==> config.mk <==
export PLATFORM = sky130hd
export DESIGN_NAME = board_input_top
export DESIGN_NICKNAME = d
export VERILOG_FILES = /design/src/board_pkg.sv /design/src/board_ctrl.sv /design/src/board_input_top.sv /design/src/joy_frame_reader.sv /design/src/key_decoder.sv /design/src/ps2_receiver.sv
export SDC_FILE = /design/constraint.sdc
export NUM_CORES = 1
export LEC_CHECK = 0
export ABC_AREA = 1
export BUFFER_PORTS_ARGS = -buffer_cell sky130_fd_sc_hd__buf_2
export CAP_MARGIN = 20
export CORE_MARGIN = 5
export CORE_UTILIZATION = 25
export DETAILED_ROUTE_END_ITERATION = 10
export PLACE_DENSITY_LB_ADDON = 0.25
export SLEW_MARGIN = 0
export SYNTH_ARGS = -nofsm -noshare
export SYNTH_HDL_FRONTEND = slang
export SYNTH_SLANG_ARGS = --single-unit
==> constraint.sdc <==
create_clock -name ena_x -period 2.3 [get_ports ena_x]
set_input_delay 0.345 -clock ena_x [delete_from_list [all_inputs] [get_ports ena_x]]
set_output_delay 0.345 -clock ena_x [all_outputs]
set_load 0.03 [all_outputs]
==> src/board_pkg.sv <==
////////////////////////////////////////
// Board input package
// Shared types and codes for the joystick,
// keyboard and core control front end
////////////////////////////////////////
package board_pkg;

  ////////////////////////////////////////
  // Joystick serial frame
  ////////////////////////////////////////

  // One stick, active low
  // 0-5 stick and fire, 8 start, 9 coin, 11 reset
  typedef logic [11:0] joy_word_t;

  // Slot position inside a 26 slot frame
  typedef logic [4:0] slot_t;

  // Bit position inside a joystick word
  typedef logic [3:0] joy_bit_t;

  // First and last slot that carry a button bit
  localparam slot_t SLOT_FIRST_BIT = 5'd2;
  localparam slot_t SLOT_LAST      = 5'd25;

  // Nothing pressed
  localparam joy_word_t JOY_IDLE = 12'hfff;

  ////////////////////////////////////////
  // PS/2 keyboard
  ////////////////////////////////////////

  typedef logic [7:0] scan_code_t;

  // Prefixes
  localparam scan_code_t SC_EXT   = 8'he0;
  localparam scan_code_t SC_BREAK = 8'hf0;

  // Control keys, set 2
  localparam scan_code_t SC_LCTRL = 8'h14;
  localparam scan_code_t SC_BKSP  = 8'h66;
  localparam scan_code_t SC_F12   = 8'h07;
  localparam scan_code_t SC_SCRLK = 8'h7e;

  // Decoded keyboard controls
  typedef struct packed {
    logic reset_key;     // F12 held
    logic master_reset;  // left ctrl + backspace held
    logic scan_mode;     // toggled by scroll lock
  } key_ctrl_t;

  // Inputs of the arcade core, active low
  typedef struct packed {
    logic [5:0] stick_a;
    logic [5:0] stick_b;
    logic [1:0] player_n;
    logic [1:0] coin_n;
  } core_in_t;

endpackage

==> src/board_ctrl.sv <==
////////////////////////////////////////
// Board control
// Power-on hold, reset merge, reboot request,
// status LED and core input packing
////////////////////////////////////////
`timescale 1ns/1ns

module board_ctrl
  import board_pkg::*;
#(
  parameter int HOLD_CYCLES = 256
) (
  input  logic      ena_x,
  input  logic      pll_lckd,
  input  joy_word_t joy1,
  input  joy_word_t joy2,
  input  key_ctrl_t keys,
  input  logic      btn,
  input  logic      scandbl,
  output core_in_t  core_in,
  output logic      core_reset,
  output logic      reboot_req,
  output logic      led
);

  localparam int CNT_W = $clog2(HOLD_CYCLES + 1);
  localparam logic [CNT_W-1:0] HOLD_END = CNT_W'(HOLD_CYCLES);

  logic [CNT_W-1:0] hold_cnt;
  logic [CNT_W-1:0] hold_cnt_nxt;
  logic             hold_on;
  logic             reset_src;
  logic             reboot_cond;
  logic             reboot_cond_q;
  core_in_t         core_in_nxt;

  // Saturates at the end of the hold
  assign hold_cnt_nxt = (hold_cnt == HOLD_END) ? hold_cnt : hold_cnt + CNT_W'(1);
  assign hold_on      = (hold_cnt_nxt != HOLD_END);

  // Reset key or stick 1 reset button
  assign reset_src   = keys.reset_key | ~joy1[11];
  // Ctrl+backspace or stick 2 reset button
  assign reboot_cond = keys.master_reset | ~joy2[11];

  always_ff @(posedge ena_x or negedge pll_lckd) begin
    if (!pll_lckd) begin
      hold_cnt      <= '0;
      core_reset    <= 1'b1;
      reboot_cond_q <= 1'b0;
      reboot_req    <= 1'b0;
    end else begin
      hold_cnt      <= hold_cnt_nxt;
      core_reset    <= hold_on | reset_src;
      reboot_cond_q <= reboot_cond;
      // Rising edge only, one pulse per press
      reboot_req    <= reboot_cond & ~reboot_cond_q;
    end
  end

  ////////////////////////////////////////
  // Core inputs and LED
  ////////////////////////////////////////

  always_comb begin
    core_in_nxt.stick_a  = joy1[5:0];
    core_in_nxt.stick_b  = joy2[5:0];
    core_in_nxt.player_n = {joy2[8], joy1[8]};
    // Front panel button shares coin 1
    core_in_nxt.coin_n   = {joy2[9], joy1[9] & btn};
  end

  always_ff @(posedge ena_x) begin
    core_in <= core_in_nxt;
    led     <= keys.scan_mode ^ scandbl;
  end

endmodule

==> src/board_input_top.sv <==
////////////////////////////////////////
// Board input top
// Joystick reader, keyboard path and
// control block side by side
////////////////////////////////////////
`timescale 1ns/1ns

module board_input_top
  import board_pkg::*;
#(
  parameter int HOLD_CYCLES = 256
) (
  input  logic     ena_x,
  input  logic     pll_lckd,
  // Joystick shift register
  output logic     joy_clk,
  output logic     joy_load,
  input  logic     joy_data,
  // Keyboard and front panel
  input  logic     ps2_clk,
  input  logic     ps2_data,
  input  logic     btn,
  input  logic     scandbl,
  // Arcade core side
  output core_in_t core_in,
  output logic     core_reset,
  output logic     reboot_req,
  output logic     led
);

  joy_word_t  joy1;
  joy_word_t  joy2;
  scan_code_t code;
  logic       code_valid;
  key_ctrl_t  keys;

  // Shift register runs on the system clock
  assign joy_clk = ena_x;

  joy_frame_reader i_joy (
    .ena_x    (ena_x),
    .pll_lckd (pll_lckd),
    .joy_data (joy_data),
    .joy_load (joy_load),
    .joy1     (joy1),
    .joy2     (joy2)
  );

  ps2_receiver i_ps2 (
    .ena_x      (ena_x),
    .pll_lckd   (pll_lckd),
    .ps2_clk    (ps2_clk),
    .ps2_data   (ps2_data),
    .code       (code),
    .code_valid (code_valid)
  );

  key_decoder i_keys (
    .ena_x      (ena_x),
    .pll_lckd   (pll_lckd),
    .code       (code),
    .code_valid (code_valid),
    .keys       (keys)
  );

  board_ctrl #(
    .HOLD_CYCLES (HOLD_CYCLES)
  ) i_ctrl (
    .ena_x      (ena_x),
    .pll_lckd   (pll_lckd),
    .joy1       (joy1),
    .joy2       (joy2),
    .keys       (keys),
    .btn        (btn),
    .scandbl    (scandbl),
    .core_in    (core_in),
    .core_reset (core_reset),
    .reboot_req (reboot_req),
    .led        (led)
  );

endmodule

==> src/joy_frame_reader.sv <==
////////////////////////////////////////
// Joystick frame reader
// Scans two 12-button sticks through an
// external parallel-in shift register
////////////////////////////////////////
`timescale 1ns/1ns

module joy_frame_reader
  import board_pkg::*;
(
  input  logic      ena_x,
  input  logic      pll_lckd,
  input  logic      joy_data,
  output logic      joy_load,
  output joy_word_t joy1,
  output joy_word_t joy2
);

  slot_t     slot_q;
  joy_bit_t  bit_idx;
  logic      cap_a;
  logic      cap_b;
  joy_word_t shadow_a;
  joy_word_t shadow_b;
  joy_word_t shadow_a_nxt;
  joy_word_t shadow_b_nxt;

  ////////////////////////////////////////
  // Slot counter and load
  ////////////////////////////////////////

  // Runs 0 to 25 and wraps
  always_ff @(posedge ena_x or negedge pll_lckd) begin
    if (!pll_lckd) begin
      slot_q <= '0;
    end else if (slot_q == SLOT_LAST) begin
      slot_q <= '0;
    end else begin
      slot_q <= slot_q + slot_t'(1);
    end
  end

  // Register loads its parallel inputs in slot 0
  assign joy_load = (slot_q != '0);

  ////////////////////////////////////////
  // Slot table
  ////////////////////////////////////////

  // Stick 1 in slots 2-9 and 22-25
  assign cap_a = ((slot_q >= SLOT_FIRST_BIT) && (slot_q <= 5'd9)) || (slot_q >= 5'd22);
  // Stick 2 in slots 10-21
  assign cap_b = (slot_q >= 5'd10) && (slot_q <= 5'd21);

  // Both sticks share the same order per group
  always_comb begin
    case (slot_q)
      5'd2, 5'd10:  bit_idx = 4'd8;
      5'd3, 5'd11:  bit_idx = 4'd6;
      5'd4, 5'd12:  bit_idx = 4'd5;
      5'd5, 5'd13:  bit_idx = 4'd4;
      5'd6, 5'd14:  bit_idx = 4'd3;
      5'd7, 5'd15:  bit_idx = 4'd2;
      5'd8, 5'd16:  bit_idx = 4'd1;
      5'd9, 5'd17:  bit_idx = 4'd0;
      5'd18, 5'd22: bit_idx = 4'd10;
      5'd19, 5'd23: bit_idx = 4'd11;
      5'd20, 5'd24: bit_idx = 4'd9;
      5'd21, 5'd25: bit_idx = 4'd7;
      default:      bit_idx = 4'd0;
    endcase
  end

  // Shadow words with this slot's bit merged in
  always_comb begin
    shadow_a_nxt = shadow_a;
    shadow_b_nxt = shadow_b;
    if (cap_a) begin
      shadow_a_nxt[bit_idx] = joy_data;
    end
    if (cap_b) begin
      shadow_b_nxt[bit_idx] = joy_data;
    end
  end

  always_ff @(posedge ena_x) begin
    shadow_a <= shadow_a_nxt;
    shadow_b <= shadow_b_nxt;
  end

  ////////////////////////////////////////
  // Publish
  ////////////////////////////////////////

  // Last slot's bit goes straight through, both words at once
  always_ff @(posedge ena_x or negedge pll_lckd) begin
    if (!pll_lckd) begin
      joy1 <= JOY_IDLE;
      joy2 <= JOY_IDLE;
    end else if (slot_q == SLOT_LAST) begin
      joy1 <= shadow_a_nxt;
      joy2 <= shadow_b_nxt;
    end
  end

endmodule

==> src/key_decoder.sv <==
////////////////////////////////////////
// Key decoder
// Turns scan codes into held flags for the
// board control keys
////////////////////////////////////////
`timescale 1ns/1ns

module key_decoder
  import board_pkg::*;
(
  input  logic       ena_x,
  input  logic       pll_lckd,
  input  scan_code_t code,
  input  logic       code_valid,
  output key_ctrl_t  keys
);

  // Prefix tracking
  typedef enum logic [1:0] {
    st_idle,
    st_extended,
    st_release
  } key_state_t;

  key_state_t state_q;
  logic       key_make;
  logic       lctrl_q;
  logic       bksp_q;
  logic       f12_q;
  logic       scan_q;

  // Anything not preceded by F0 is a make
  assign key_make = (state_q != st_release);

  always_ff @(posedge ena_x or negedge pll_lckd) begin
    if (!pll_lckd) begin
      state_q <= st_idle;
      lctrl_q <= 1'b0;
      bksp_q  <= 1'b0;
      f12_q   <= 1'b0;
      scan_q  <= 1'b0;
    end else if (code_valid) begin
      if (code == SC_EXT) begin
        state_q <= st_extended;
      end else if (code == SC_BREAK) begin
        // E0 survives a following F0
        if (state_q == st_idle) begin
          state_q <= st_release;
        end
      end else begin
        // Plain code closes the sequence
        if (state_q != st_extended) begin
          case (code)
            SC_LCTRL: lctrl_q <= key_make;
            SC_BKSP:  bksp_q  <= key_make;
            SC_F12:   f12_q   <= key_make;
            SC_SCRLK: begin
              // Toggle on make only
              if (key_make) begin
                scan_q <= ~scan_q;
              end
            end
            default: ;
          endcase
        end
        state_q <= st_idle;
      end
    end
  end

  ////////////////////////////////////////
  // Control outputs
  ////////////////////////////////////////

  // Master reset needs both keys down together
  assign keys = '{
    reset_key:    f12_q,
    master_reset: lctrl_q & bksp_q,
    scan_mode:    scan_q
  };

endmodule

==> src/ps2_receiver.sv <==
////////////////////////////////////////
// PS/2 receiver
// Assembles 11-bit device frames into
// scan codes with a one-cycle strobe
////////////////////////////////////////
`timescale 1ns/1ns

module ps2_receiver
  import board_pkg::*;
(
  input  logic       ena_x,
  input  logic       pll_lckd,
  input  logic       ps2_clk,
  input  logic       ps2_data,
  output scan_code_t code,
  output logic       code_valid
);

  // Index of the stop bit
  localparam logic [3:0] BIT_STOP = 4'd10;

  logic [1:0]  clk_sync;
  logic [1:0]  dat_sync;
  logic        clk_prev;
  logic        fall;
  logic [3:0]  bit_cnt;
  logic [9:0]  frame_q;
  logic [10:0] frame_nxt;
  logic        frame_ok;

  ////////////////////////////////////////
  // Synchronizer and edge detect
  ////////////////////////////////////////

  // Lines idle high
  always_ff @(posedge ena_x or negedge pll_lckd) begin
    if (!pll_lckd) begin
      clk_sync <= 2'b11;
      dat_sync <= 2'b11;
      clk_prev <= 1'b1;
    end else begin
      clk_sync <= {clk_sync[0], ps2_clk};
      dat_sync <= {dat_sync[0], ps2_data};
      clk_prev <= clk_sync[1];
    end
  end

  // Device changes data on the rising edge
  assign fall = clk_prev & ~clk_sync[1];

  ////////////////////////////////////////
  // Frame assembly
  ////////////////////////////////////////

  // LSB first, so the start bit ends up in bit 0
  assign frame_nxt = {dat_sync[1], frame_q};

  // Start low, stop high, odd parity over data and parity
  assign frame_ok = ~frame_nxt[0] & frame_nxt[10] & (^frame_nxt[9:1]);

  always_ff @(posedge ena_x or negedge pll_lckd) begin
    if (!pll_lckd) begin
      bit_cnt    <= '0;
      code_valid <= 1'b0;
    end else begin
      code_valid <= 1'b0;
      if (fall) begin
        if ((bit_cnt == '0) && dat_sync[1]) begin
          // Not a start bit, wait for one
          bit_cnt <= '0;
        end else if (bit_cnt == BIT_STOP) begin
          bit_cnt    <= '0;
          code_valid <= frame_ok;
        end else begin
          bit_cnt <= bit_cnt + 4'd1;
        end
      end
    end
  end

  always_ff @(posedge ena_x) begin
    if (fall) begin
      frame_q <= frame_nxt[10:1];
    end
    // Byte only means something with code_valid
    if (fall && (bit_cnt == BIT_STOP)) begin
      code <= frame_nxt[8:1];
    end
  end

endmodule

==> impl_results.md, run 1 <==
- Drt first pass iters: 5
- Vias in the first global route: 3,434
- Commonest cells post-synth: 128 x nand2_1, 65 x inv_1, 49 x nand3_1
- Worst hold path class: input pin to register
- Sequential cell area fraction in the yosys report: 53.4%
- I/O Buffers: 27
- Clock-pin transition on the worst setup and hold timing paths: 0.07 ns
- CTS tree: done
- Total track usage: 9.52%
- Post-DP HPWL: 7020 µm
- Flops & latches, synth: roughly 100
- Worst Tran Pin Value: 0.464 ns
- Final wirelength: 9720 µm
- Slew margin rel.: 69.1%
- CP max FO: 9
- Nets: 578
- Most frequent cell after synthesis: nand2_1
- Worst hold slack: 0.0612 ns
- Placer congestion estimate: 0.868
- Crit path capture type: output pin
- Yosys warning total: 0
- Post-synth top area cell: dfxtp_1
- Leak: 2.64 nW
- DR vias/cell: between 4 and 5
- Die W: 148 µm
- Wire per inst: 12.2 µm
- Reg-to-Reg Start: i_joy.slot_q[1]
- Initial antenna violation count: 0
- Post-CTS setup buffers: 0
- # fillers: between 1,500 and 2,000
- Yosys top cell area share: between 10% and 20%
- Setup TNS: 0 ns
- DRC viols: 0
- Setup Skew: 0.0138 ns
- Area contributors post-synth: dfxtp_1 15%, dfrtp_1 14%, dfstp_2 13%, edfxtp_1 11%, nand2_1 10%
- Final antenna-violating net count: 0
- P&R area growth vs syn: 17.2%
- First-pass GRT wire length: 16,600 µm
- Cell Area, Synth: around 0.0048 mm²
- Startpoint types: register
- Post-synthesis cell count: 516
- Max Slew Vio Count: 0
- Largest net degree at the start of global routing: 52
- I/O pins: 28
- Max-cap violations: 0
- Via count: between 3,000 and 4,000
- Kind of critical path: register to output pin
- Initial Util: 25.4%
- Die Y: 148 µm
- Crit. Startpoint: i_joy.slot_q[3]
- Worst Hold Launch: btn
- Mapped Avg Cell Area: 9.25 µm²
- Row count: 50
- Final global-route overflow total: 0
- Run status: finished, final reports clean
- Cell variety after synth: 42
- Share of layout cells above drive strength 1: between 20% and 30%
- Synth async-reset ratio: 49.0%
- Req. time, crit path: 1.96 ns
- EDFF count, synth: 18
- Fin area: 0.00559 mm²
- Starting DRT DRC Count: 168
- Max VDD drop: 0.786 mV
- Die Area: 0.0220 mm²
- Min cycle time layout: 2.04 ns
- Fin crit share: between 80 and 90%
- Final Hold Viols: 0
- # setup viols final: 0
- Prevailing post-synth register cell: dfxtp_1
- Worst skew pair latency: 0.46 ns
- Pwr Density: roughly 740 mW/mm²
- Unrepaired setup endpoints after global routing: no
- Achievable frequency: ~0.49 GHz
- Placeable Area: about 0.019 mm²
- Ant diodes: 0
- Syn_nets: about 540
- CP arrival: between 1.5 and 2 ns
- Cell Area, Placed: 0.00519 mm²
## registers in the layout (all words and copies together), names as in the netlist, 2 cells and up
| signal | flops |
|---|---|
| i_joy.joy2 | 9 |
| i_ps2.clk_sync | 2 |
| i_ps2.code | 8 |
| i_ctrl.core_in | 16 |
| i_ps2.dat_sync | 2 |
| i_joy.slot_q | 5 |
| i_joy.shadow_a | 9 |
| i_joy.joy1 | 9 |
| i_ctrl.hold_cnt | 9 |
| i_ps2.frame_q | 10 |
| i_joy.shadow_b | 9 |
| i_keys.state_q | 2 |
| i_ps2.bit_cnt | 4 |
## power by group
part           switching [W]  total, W  internal, W  leakage (nW)
registers          0.0000643   0.00204      0.00198          1.05
clock network       0.000742   0.00185      0.00111         0.185
logic               0.000164  0.000261    0.0000968          1.41
total               0.000970   0.00416      0.00319          2.64
## worst paths after layout
check | slack (ns) | depth (start not counted) | to
max in group asynchronous | 1.60 | 3 | i_joy.joy2[5]
min in group asynchronous | 0.40 | 3 | i_ctrl.hold_cnt[8]
worst max register to register | 0.27 | 13 | i_joy.joy2[4]
worst min register to register | 0.36 | 0 | i_ps2.clk_sync[1]
worst max-delay path | 0.26 | 3 | joy_load
worst min-delay path | 0.06 | 3 | i_ctrl.core_in[0]
## what timing repair did
action / CTS / global route
endpoints found under the hold margin: 29 / 0
resized for setup: 0 / 0
hold buffers: 3 / 0
## layout by cell type, fill, tap and decap left out, types with 2 or more instances in the layout
cell           netlist  routed
nand2_1            128     128
inv_1               65      65
nand3_1             49      49
dfxtp_1             35      35
nor2_1              27      27
dfrtp_1             27      27
buf_2                1      27
dfstp_2             24      24
edfxtp_1            18      18
nand2_2             17      17
ha_1                12      12
clkbuf_16            0      12
nand3_2             11      11
xor2_1              10      10
nor2_4               9       9
a21oi_1              9       9
buf_4                3       9
nand4_1              8       8
nor3_1               8       8
xnor2_1              8       8
o21ai_0              7       7
nand2_4              6       6
inv_2                4       4
nor2_2               4       4
nor4_1               3       3
clkbuf_1             1       3
dlygate4sd3_1        0       3
clkinv_4             1       2
o21ai_2              2       2
## worst max-delay path, stage by stage (launching register included)
cell and delay, ns:
dfrtp_1 0.54, nor2_1 0.34, nand3_1 0.14, buf_2 0.21
## routing by layer
| metal | wire length, µm | global-route usage [%] | vias to the layer above |
|---|---|---|---|
| met3 | 393 | 3.66 | 14 |
| li1 | - | - | 1718 |
| met2 | 4570 | 14.8 | 57 |
| met1 | 4600 | 11.9 | 1577 |
| met5 | 0 | 0 | - |
| met4 | 150 | 3.97 | 0 |
## through the flow
stage	total power [W]	utilization [%]	setup WS, ns	instances
global route	0.00435	29.8	0.0636	798
detailed placement	0.00240	27.7	0.306	776
global placement	0.00239	27.7	0.332	776
finish	0.00416	29.8	0.264	798
floorplan	0.00231	-	0.242	516
CTS	0.00426	29.8	0.233	798
## cell families after synthesis
family | count (synthesis) | share of synthesized area [%]
buffers and inverters | 84 | 8.00
and+or+nand+nor | 274 | 29.0
DFF | 104 | 53.4
AOI/OAI and AO/OA | 24 | 3.17
adders and majority gates | 12 | 3.15
xor gates and xnor gates | 18 | 3.30
## cell type report
type	count	area [µm²]	share of cell area, %
Clock buffer	17	330	5.91
Clock inverter	3	43.8	0.783
Inverter	73	287	5.12
Multi-Input combinational cell	328	1840	33.0
Sequential cell	104	2550	45.6
Tap cell	234	293	5.24
Timing Repair Buffer	39	248	4.43
(Power assumes the default switching activity.)
==> run 2, diff against run 1 <==
Settings changed: CORE_ASPECT_RATIO set to 0.8.
==> run 2 against run 1 <==
  * The flow now finishes with violations (hold timing)
  * First-iteration DRC count is 15% higher
  * Core utilization hardly changed
  * Final cell count is 3.0% higher
  * Count of clock-buffer cells in the layout is 4 lower
  * Power is 0.15% lower
  * Critical path depth stayed put
==> impl_results.md, run 2 (synthesis gave the netlist of run 1 again) <==
- Die Area: 0.0220 mm² (about the same)
- Die Y: 134 µm (was 148 µm)
- Flop2flop setup slack: 0.27 ns (about the same)
- Worst Tran Pin Value: 0.666 ns (was 0.464 ns)
- Final antenna-violating net count: 0 (unchanged)
- Max-cap violations: 0 (unchanged)
- Max VDD drop: 0.804 mV (was 0.786 mV)
- Max Slew Vio Count: 0 (unchanged)
- Pwr Density: 738 mW/mm² (was 743 mW/mm²)
- P&R area growth vs syn: 17.8% (was 17.2%)
- Min cycle time layout: 2.07 ns (was 2.04 ns)
- # fillers: 1,971 (was 1,970)
- Most frequent cells in the layout: 128 x nand2_1, 65 x inv_1, 49 x nand3_1 (unchanged)
- Ant diodes: 0 (unchanged)
- Leak: 2.64 nW (about the same)
- Kind of critical path: register to output pin (unchanged)
- Wire per inst: 11.8 µm (was 12.2 µm)
- Reg-to-Reg Start: i_joy.slot_q[1] (unchanged)
- Post-DP HPWL: 6920 µm (was 7020 µm)
- Resized Gates After CTS: 0 (unchanged)
- Nets: 578 (unchanged)
- Clock-pin transition on the worst setup and hold timing paths: 0.07 ns (about the same)
- Via count: 3,338 (was 3,366)
- Die W: 164 µm (was 148 µm)
- I/O Buffers: 27 (unchanged)
- Initial antenna violation count: 0 (unchanged)
- Slew margin rel.: 55.6% (was 69.1%)
- Placeable Area: 0.0189 mm² (was 0.0188 mm²)
- Worst hold path class: input pin to async pin (was input pin to register)
- Total track usage: 9.82% (was 9.52%)
- Startpoint types: register (unchanged)
- DRC viols: 0 (unchanged)
- Setup Skew: 0.00931 ns (was 0.0138 ns)
- Drt first pass iters: 5 (unchanged)
- Commonest non-fill, non-tap cell in the layout: nand2_1 (unchanged)
- Worst skew pair latency: 0.47 ns (was 0.46 ns)
- Worst hold slack: -0.0130 ns (was 0.0612 ns)
- # setup viols final: 0 (unchanged)
- Final wirelength: 9670 µm (was 9720 µm)
- Share of layout cells above drive strength 1: 24.8% (was 24.1%)
- DR vias/cell: 4.06 (was 4.22)
- Post-layout util: 29.8% (about the same)
- Placer congestion estimate: 0.865 (was 0.868)
- Initial Util: 25.3% (was 25.4%)
- CTS tree: done (unchanged)
- Failing checks: hold timing
- Most flops, register: i_ctrl.core_in (unchanged)
- Crit path capture type: output pin (unchanged)
- Starting DRT DRC Count: 193 (was 168)
- Run status: finished, violations left (was finished, final reports clean)
- CP max FO: 9 (unchanged)
- Biggest regs: i_ctrl.core_in x16, i_ps2.frame_q x10 (unchanged)
- Largest net degree at the start of global routing: 52 (unchanged)
- Final Hold Viols: 12 (was 0)
- CP arrival: 1.72 ns (was 1.69 ns)
- Final global-route overflow total: 0 (unchanged)
- Achievable frequency: 0.484 GHz (was 0.491 GHz)
- I/O pins: 28 (unchanged)
- Max reg flops: 16 (unchanged)
- Setup TNS: 0 ns (unchanged)
- Req. time, crit path: 1.96 ns (about the same)
- Reg2Reg Depth: 12 (was 13)
- Vias in the first global route: 3,526 (was 3,434)
- First-pass GRT wire length: 17,000 µm (was 16,600 µm)
- Reg-to-Reg End: i_joy.joy1[4] (was i_joy.joy2[4])
- Row count: 45 (was 50)
- Fin crit share: 89.9% (was 88.5%)
- Total power: 0.00415 W (was 0.00416 W)
- Unrepaired setup endpoints after global routing: no (unchanged)
[run 2: cell types whose count changed in the layout (fill, tap and decap cells not counted), sizes merged]
| cell | change |
|---|---|
| clkbuf | -4 |
| dlygate4sd3 | -1 |
| buf | +1 |
| clkinv | +1 |
| inv | +4 |
| bufinv | -1 |
[run 2: final cells by class]
cell class,count,area [µm²],area share (%)
Clock buffer,13,305,5.43
Clock inverter,7,81.3,1.45
Inverter,73,287,5.10
Multi-Input combinational cell,328,1840,32.8
Sequential cell,104,2550,45.3
Tap cell,258,323,5.74
Timing Repair Buffer,39,233,4.14
[run 2: through the flow]
step	instances	setup WS, ns	hold WS, ns	cell area, µm²
CTS	822	0.197	0.0237	5620
global placement	801	0.302	0.347	5220
detailed placement	801	0.286	0.348	5220
floorplan	516	0.242	0.0494	4770
global route	822	0.0524	0.0468	5620
finish	822	0.232	-0.0130	5620
[run 2: routing by layer]
layer  vias to the layer above  track usage [%]  part of all wire (%)
met5                         -                0                     0
met4                         0             3.93                   1.8
met3                        15             4.14                   4.4
met2                        53             14.0                    42
met1                      1550             13.1                    52
li1                       1720                -                     -
[run 2: critical path, stage by stage (launching register included)]
cell and delay [ns]:
dfrtp_1 0.56, nor2_1 0.37, nand3_1 0.13, buf_2 0.20
[run 2: worst max path at each step]
stage / from / end / slack, ns / cells past startpoint
finish: i_joy.slot_q[3] / joy_load / 0.23 / 3
global route: i_joy.slot_q[1] / i_joy.joy1[4] / 0.05 / 13
CTS: i_joy.slot_q[3] / joy_load / 0.20 / 3
detailed placement: i_joy.slot_q[1] / i_joy.joy1[4] / 0.29 / 12
global placement: i_joy.slot_q[1] / i_joy.joy1[2] / 0.30 / 13
floorplan: i_ps2.clk_prev / i_ps2.code[0] / 0.24 / 4
[run 2: timing repair]
item,CTS,global route
hold buffers,2,0
buffers inserted,0,0
hold endpoints to repair,2,0
[run 2: where the power goes]
part | total, W | internal, W | switching, W | leakage, nW
combinational | 0.000254 | 0.0000926 | 0.000162 | 1.40
sequential | 0.00204 | 0.00198 | 0.0000648 | 1.05
clock | 0.00185 | 0.00101 | 0.000841 | 0.191
==> run 3, diff against run 2 <==
Settings changed: BUFFER_PORTS_ARGS -buffer_cell sky130_fd_sc_hd__buf_2 to not set, DONT_BUFFER_PORTS set to 1, SYNTH_HIERARCHICAL set to 1.
==> run 3 against run 2 <==
  * The flow now finishes without violations
  * Synthesized cell count grew 19%
  * Final cell count grew 7.8%
  * Combinational power shrank 16%
  * Highest routed layer unchanged
  * Largest power group unchanged
  * Clock power shrank 23%
  * Sequential share of layout area shrank 0.59 points
==> impl_results.md, run 3 <==
- I/O Buffers: 0 (was 27)
- Worst hold path class: input pin to register (was input pin to async pin)
- Commonest non-fill, non-tap cell in the layout: nand2_1 (unchanged)
- Ant diodes: 0 (unchanged)
- Initial antenna violation count: 0 (unchanged)
- Largest net degree at the start of global routing: 52 (unchanged)
- Biggest regs: i_ctrl/core_in x16, i_ps2/frame_q x10 (was i_ctrl.core_in x16, i_ps2.frame_q x10)
- Most flops, register: i_ctrl/core_in (was i_ctrl.core_in)
- Die Y: 138 µm (was 134 µm)
- Clk network pwr share: 38.3% (was 44.6%)
- Vias in the first global route: 3,516 (was 3,526)
- Pwr Density: 652 mW/mm² (was 738 mW/mm²)
- Final Hold Viols: 0 (was 12)
- Final global-route overflow total: 0 (unchanged)
- Syn_nets: 630 (was 535)
- Crit path capture type: register (was output pin)
- Switching share of power: 24.8% (was 25.7%)
- Yosys warning total: 6 (was 0)
- Wire per inst: 12.4 µm (was 11.8 µm)
- Achievable frequency: 0.484 GHz (about the same)
- Mapped Avg Cell Area: 8.32 µm² (was 9.25 µm²)
- Drt first pass iters: 4 (was 5)
- DRC viols: 0 (unchanged)
- Fin area: 0.00570 mm² (was 0.00562 mm²)
- Placer congestion estimate: 0.806 (was 0.865)
- Max VDD drop: 0.279 mV (was 0.804 mV)
- Max-cap violations: 0 (unchanged)
- Worst hold slack: 0.0847 ns (was -0.0130 ns)
- Clock-pin transition on the worst setup and hold timing paths: 0.07 ns (about the same)
- Initial Util: 25.6% (was 25.3%)
- Share of layout cells above drive strength 1: 18.2% (was 24.8%)
- Net Sw Power: 0.000921 W (was 0.00107 W)
- Leak: 2.74 nW (was 2.64 nW)
- Dpl cells: 866 (was 801)
- DR vias/cell: 4.10 (was 4.06)
- CTS tree: done (unchanged)
- Setup Skew: 0.00499 ns (was 0.00931 ns)
- CP max FO: 12 (was 9)
- H-tree Lvls: 3
- Startpoint types: register (unchanged)
- Post-DP HPWL: 7880 µm (was 6920 µm)
- Final wirelength: 11,000 µm (was 9670 µm)
- Max Slew Vio Count: 0 (unchanged)
- Reg power frac: 56.0% (was 49.2%)
- Die Area: 0.0234 mm² (was 0.0220 mm²)
- Run status: finished, final reports clean (was finished, violations left)
- Internal: 0.00279 W (was 0.00308 W)
- First-pass GRT wire length: 18,500 µm (was 17,000 µm)
- Req. time, crit path: 2.59 ns (was 1.96 ns)
- I/O pins: 28 (unchanged)
- P&R area growth vs syn: 11.8% (was 17.8%)
- Die W: 170 µm (was 164 µm)
- Worst skew pair latency: 0.34 ns (was 0.47 ns)
- Final Non-Filler Cells: 886 (was 822)
- Placeable Area: 0.0199 mm² (was 0.0189 mm²)
- CP arrival: 2.35 ns (was 1.72 ns)
- Clk buf depth: 2
- Kind of critical path: register to register (was register to output pin)
- Fin crit share: 89.9% (about the same)
- Comb power frac: 5.7% (was 6.1%)
- Row count: 46 (was 45)
- Buffer type at the clock tree root: clkbuf_16
- Max reg flops: 16 (unchanged)
- Setup TNS: 0 ns (unchanged)
- Final antenna-violating net count: 0 (unchanged)
- Nets: 635 (was 578)
- Total track usage: 10.1% (was 9.82%)
- Slew margin rel.: 60.9% (was 55.6%)
- # setup viols final: 0 (unchanged)
- Via count: 3,633 (was 3,338)
- Worst Tran Pin Value: 0.585 ns (was 0.666 ns)
- Unrepaired setup endpoints after global routing: no (unchanged)
- CTS buffer count: 9
- Clock sinks: 104
- Most frequent cells in the layout: 165 x nand2_1, 88 x inv_1, 87 x nand3_1 (was 128 x nand2_1, 65 x inv_1, 49 x nand3_1)
- Cell Area, Synth: 0.00509 mm² (was 0.00477 mm²)
- Post-synthesis cell count: 612 (was 516)
- Cell Area, Placed: 0.00537 mm² (was 0.00522 mm²)
- Min cycle time layout: 2.07 ns (about the same)
- Starting DRT DRC Count: 273 (was 193)
==> run 3: per-layer routing <==
layer | GRT usage [%] | vias up | part of all wire, %
li1 | - | 1916 | -
met1 | 15.1 | 1660 | 55
met2 | 13.9 | 55 | 40
met3 | 3.07 | 2 | 4.3
met4 | 2.86 | 0 | 0.49
met5 | 0 | - | 0
==> run 3: repair_timing <==
action,CTS,global route
setup buffers,0,0
endpoints found under the hold margin,53,0
gates resized for setup,0,1
setup endpoints to repair,0,1
hold buffers,4,0
==> run 3: per-stage QoR <==
stage          power (W)  util, %  setup slack [ns]
3_5_place_dp     0.00230     27.0             0.241
2_1_floorplan    0.00231        -             0.554
5_1_grt          0.00391     28.6            0.0275
4_1_cts          0.00381     28.6             0.209
6_report         0.00371     28.6             0.233
3_3_place_gp     0.00230     27.0             0.220
==> run 3: worst max-delay path, stage by stage (launching register included) <==
cell	delay, ns
dfrtp_1	0.34
inv_1	0.14
ha_1	0.26
inv_1	0.11
nor2_4	0.05
nand2_4	0.17
nand3_2	0.16
nor2_2	0.38
nand3_1	0.13
nand2_1	0.10
nand3_1	0.08
nand2_1	0.08
==> run 3: final cells by class <==
| cell class | instances | area (µm²) |
|---|---|---|
| Inverter | 101 | 382 |
| Timing Repair Buffer | 11 | 123 |
| Multi-Input combinational cell | 390 | 2050 |
| Clock buffer | 11 | 233 |
| Tap cell | 264 | 330 |
| Clock inverter | 5 | 33.8 |
| Sequential cell | 104 | 2550 |
| Fill cell | 2173 | 14200 |
==> run 3: power by group through the flow <==
stage	clock network (W)	logic (W)	registers, W
floorplan	0.0000651	0.000156	0.00209
global placement	0	0.000180	0.00212
detailed placement	0	0.000186	0.00212
CTS	0.00151	0.000218	0.00208
global route	0.00157	0.000254	0.00209
finish	0.00142	0.000213	0.00208
==> run 3: path summary, 6_finish.rpt <==
| kind | start | endpoint | slack, ns | cells after the start |
|---|---|---|---|---|
| max in group asynchronous | pll_lckd | i_ps2/clk_prev | 1.46 | 2 |
| max | i_joy/slot_q[1] | i_joy/joy1[1] | 0.23 | 11 |
| max reg2reg | i_joy/slot_q[1] | i_joy/joy1[1] | 0.23 | 11 |
| min reg2reg | i_ps2/clk_sync[0] | i_ps2/clk_sync[1] | 0.36 | 0 |
| min | scandbl | i_ctrl/led | 0.08 | 1 |
| min in group asynchronous | pll_lckd | i_joy/slot_q[1] | 0.54 | 2 |
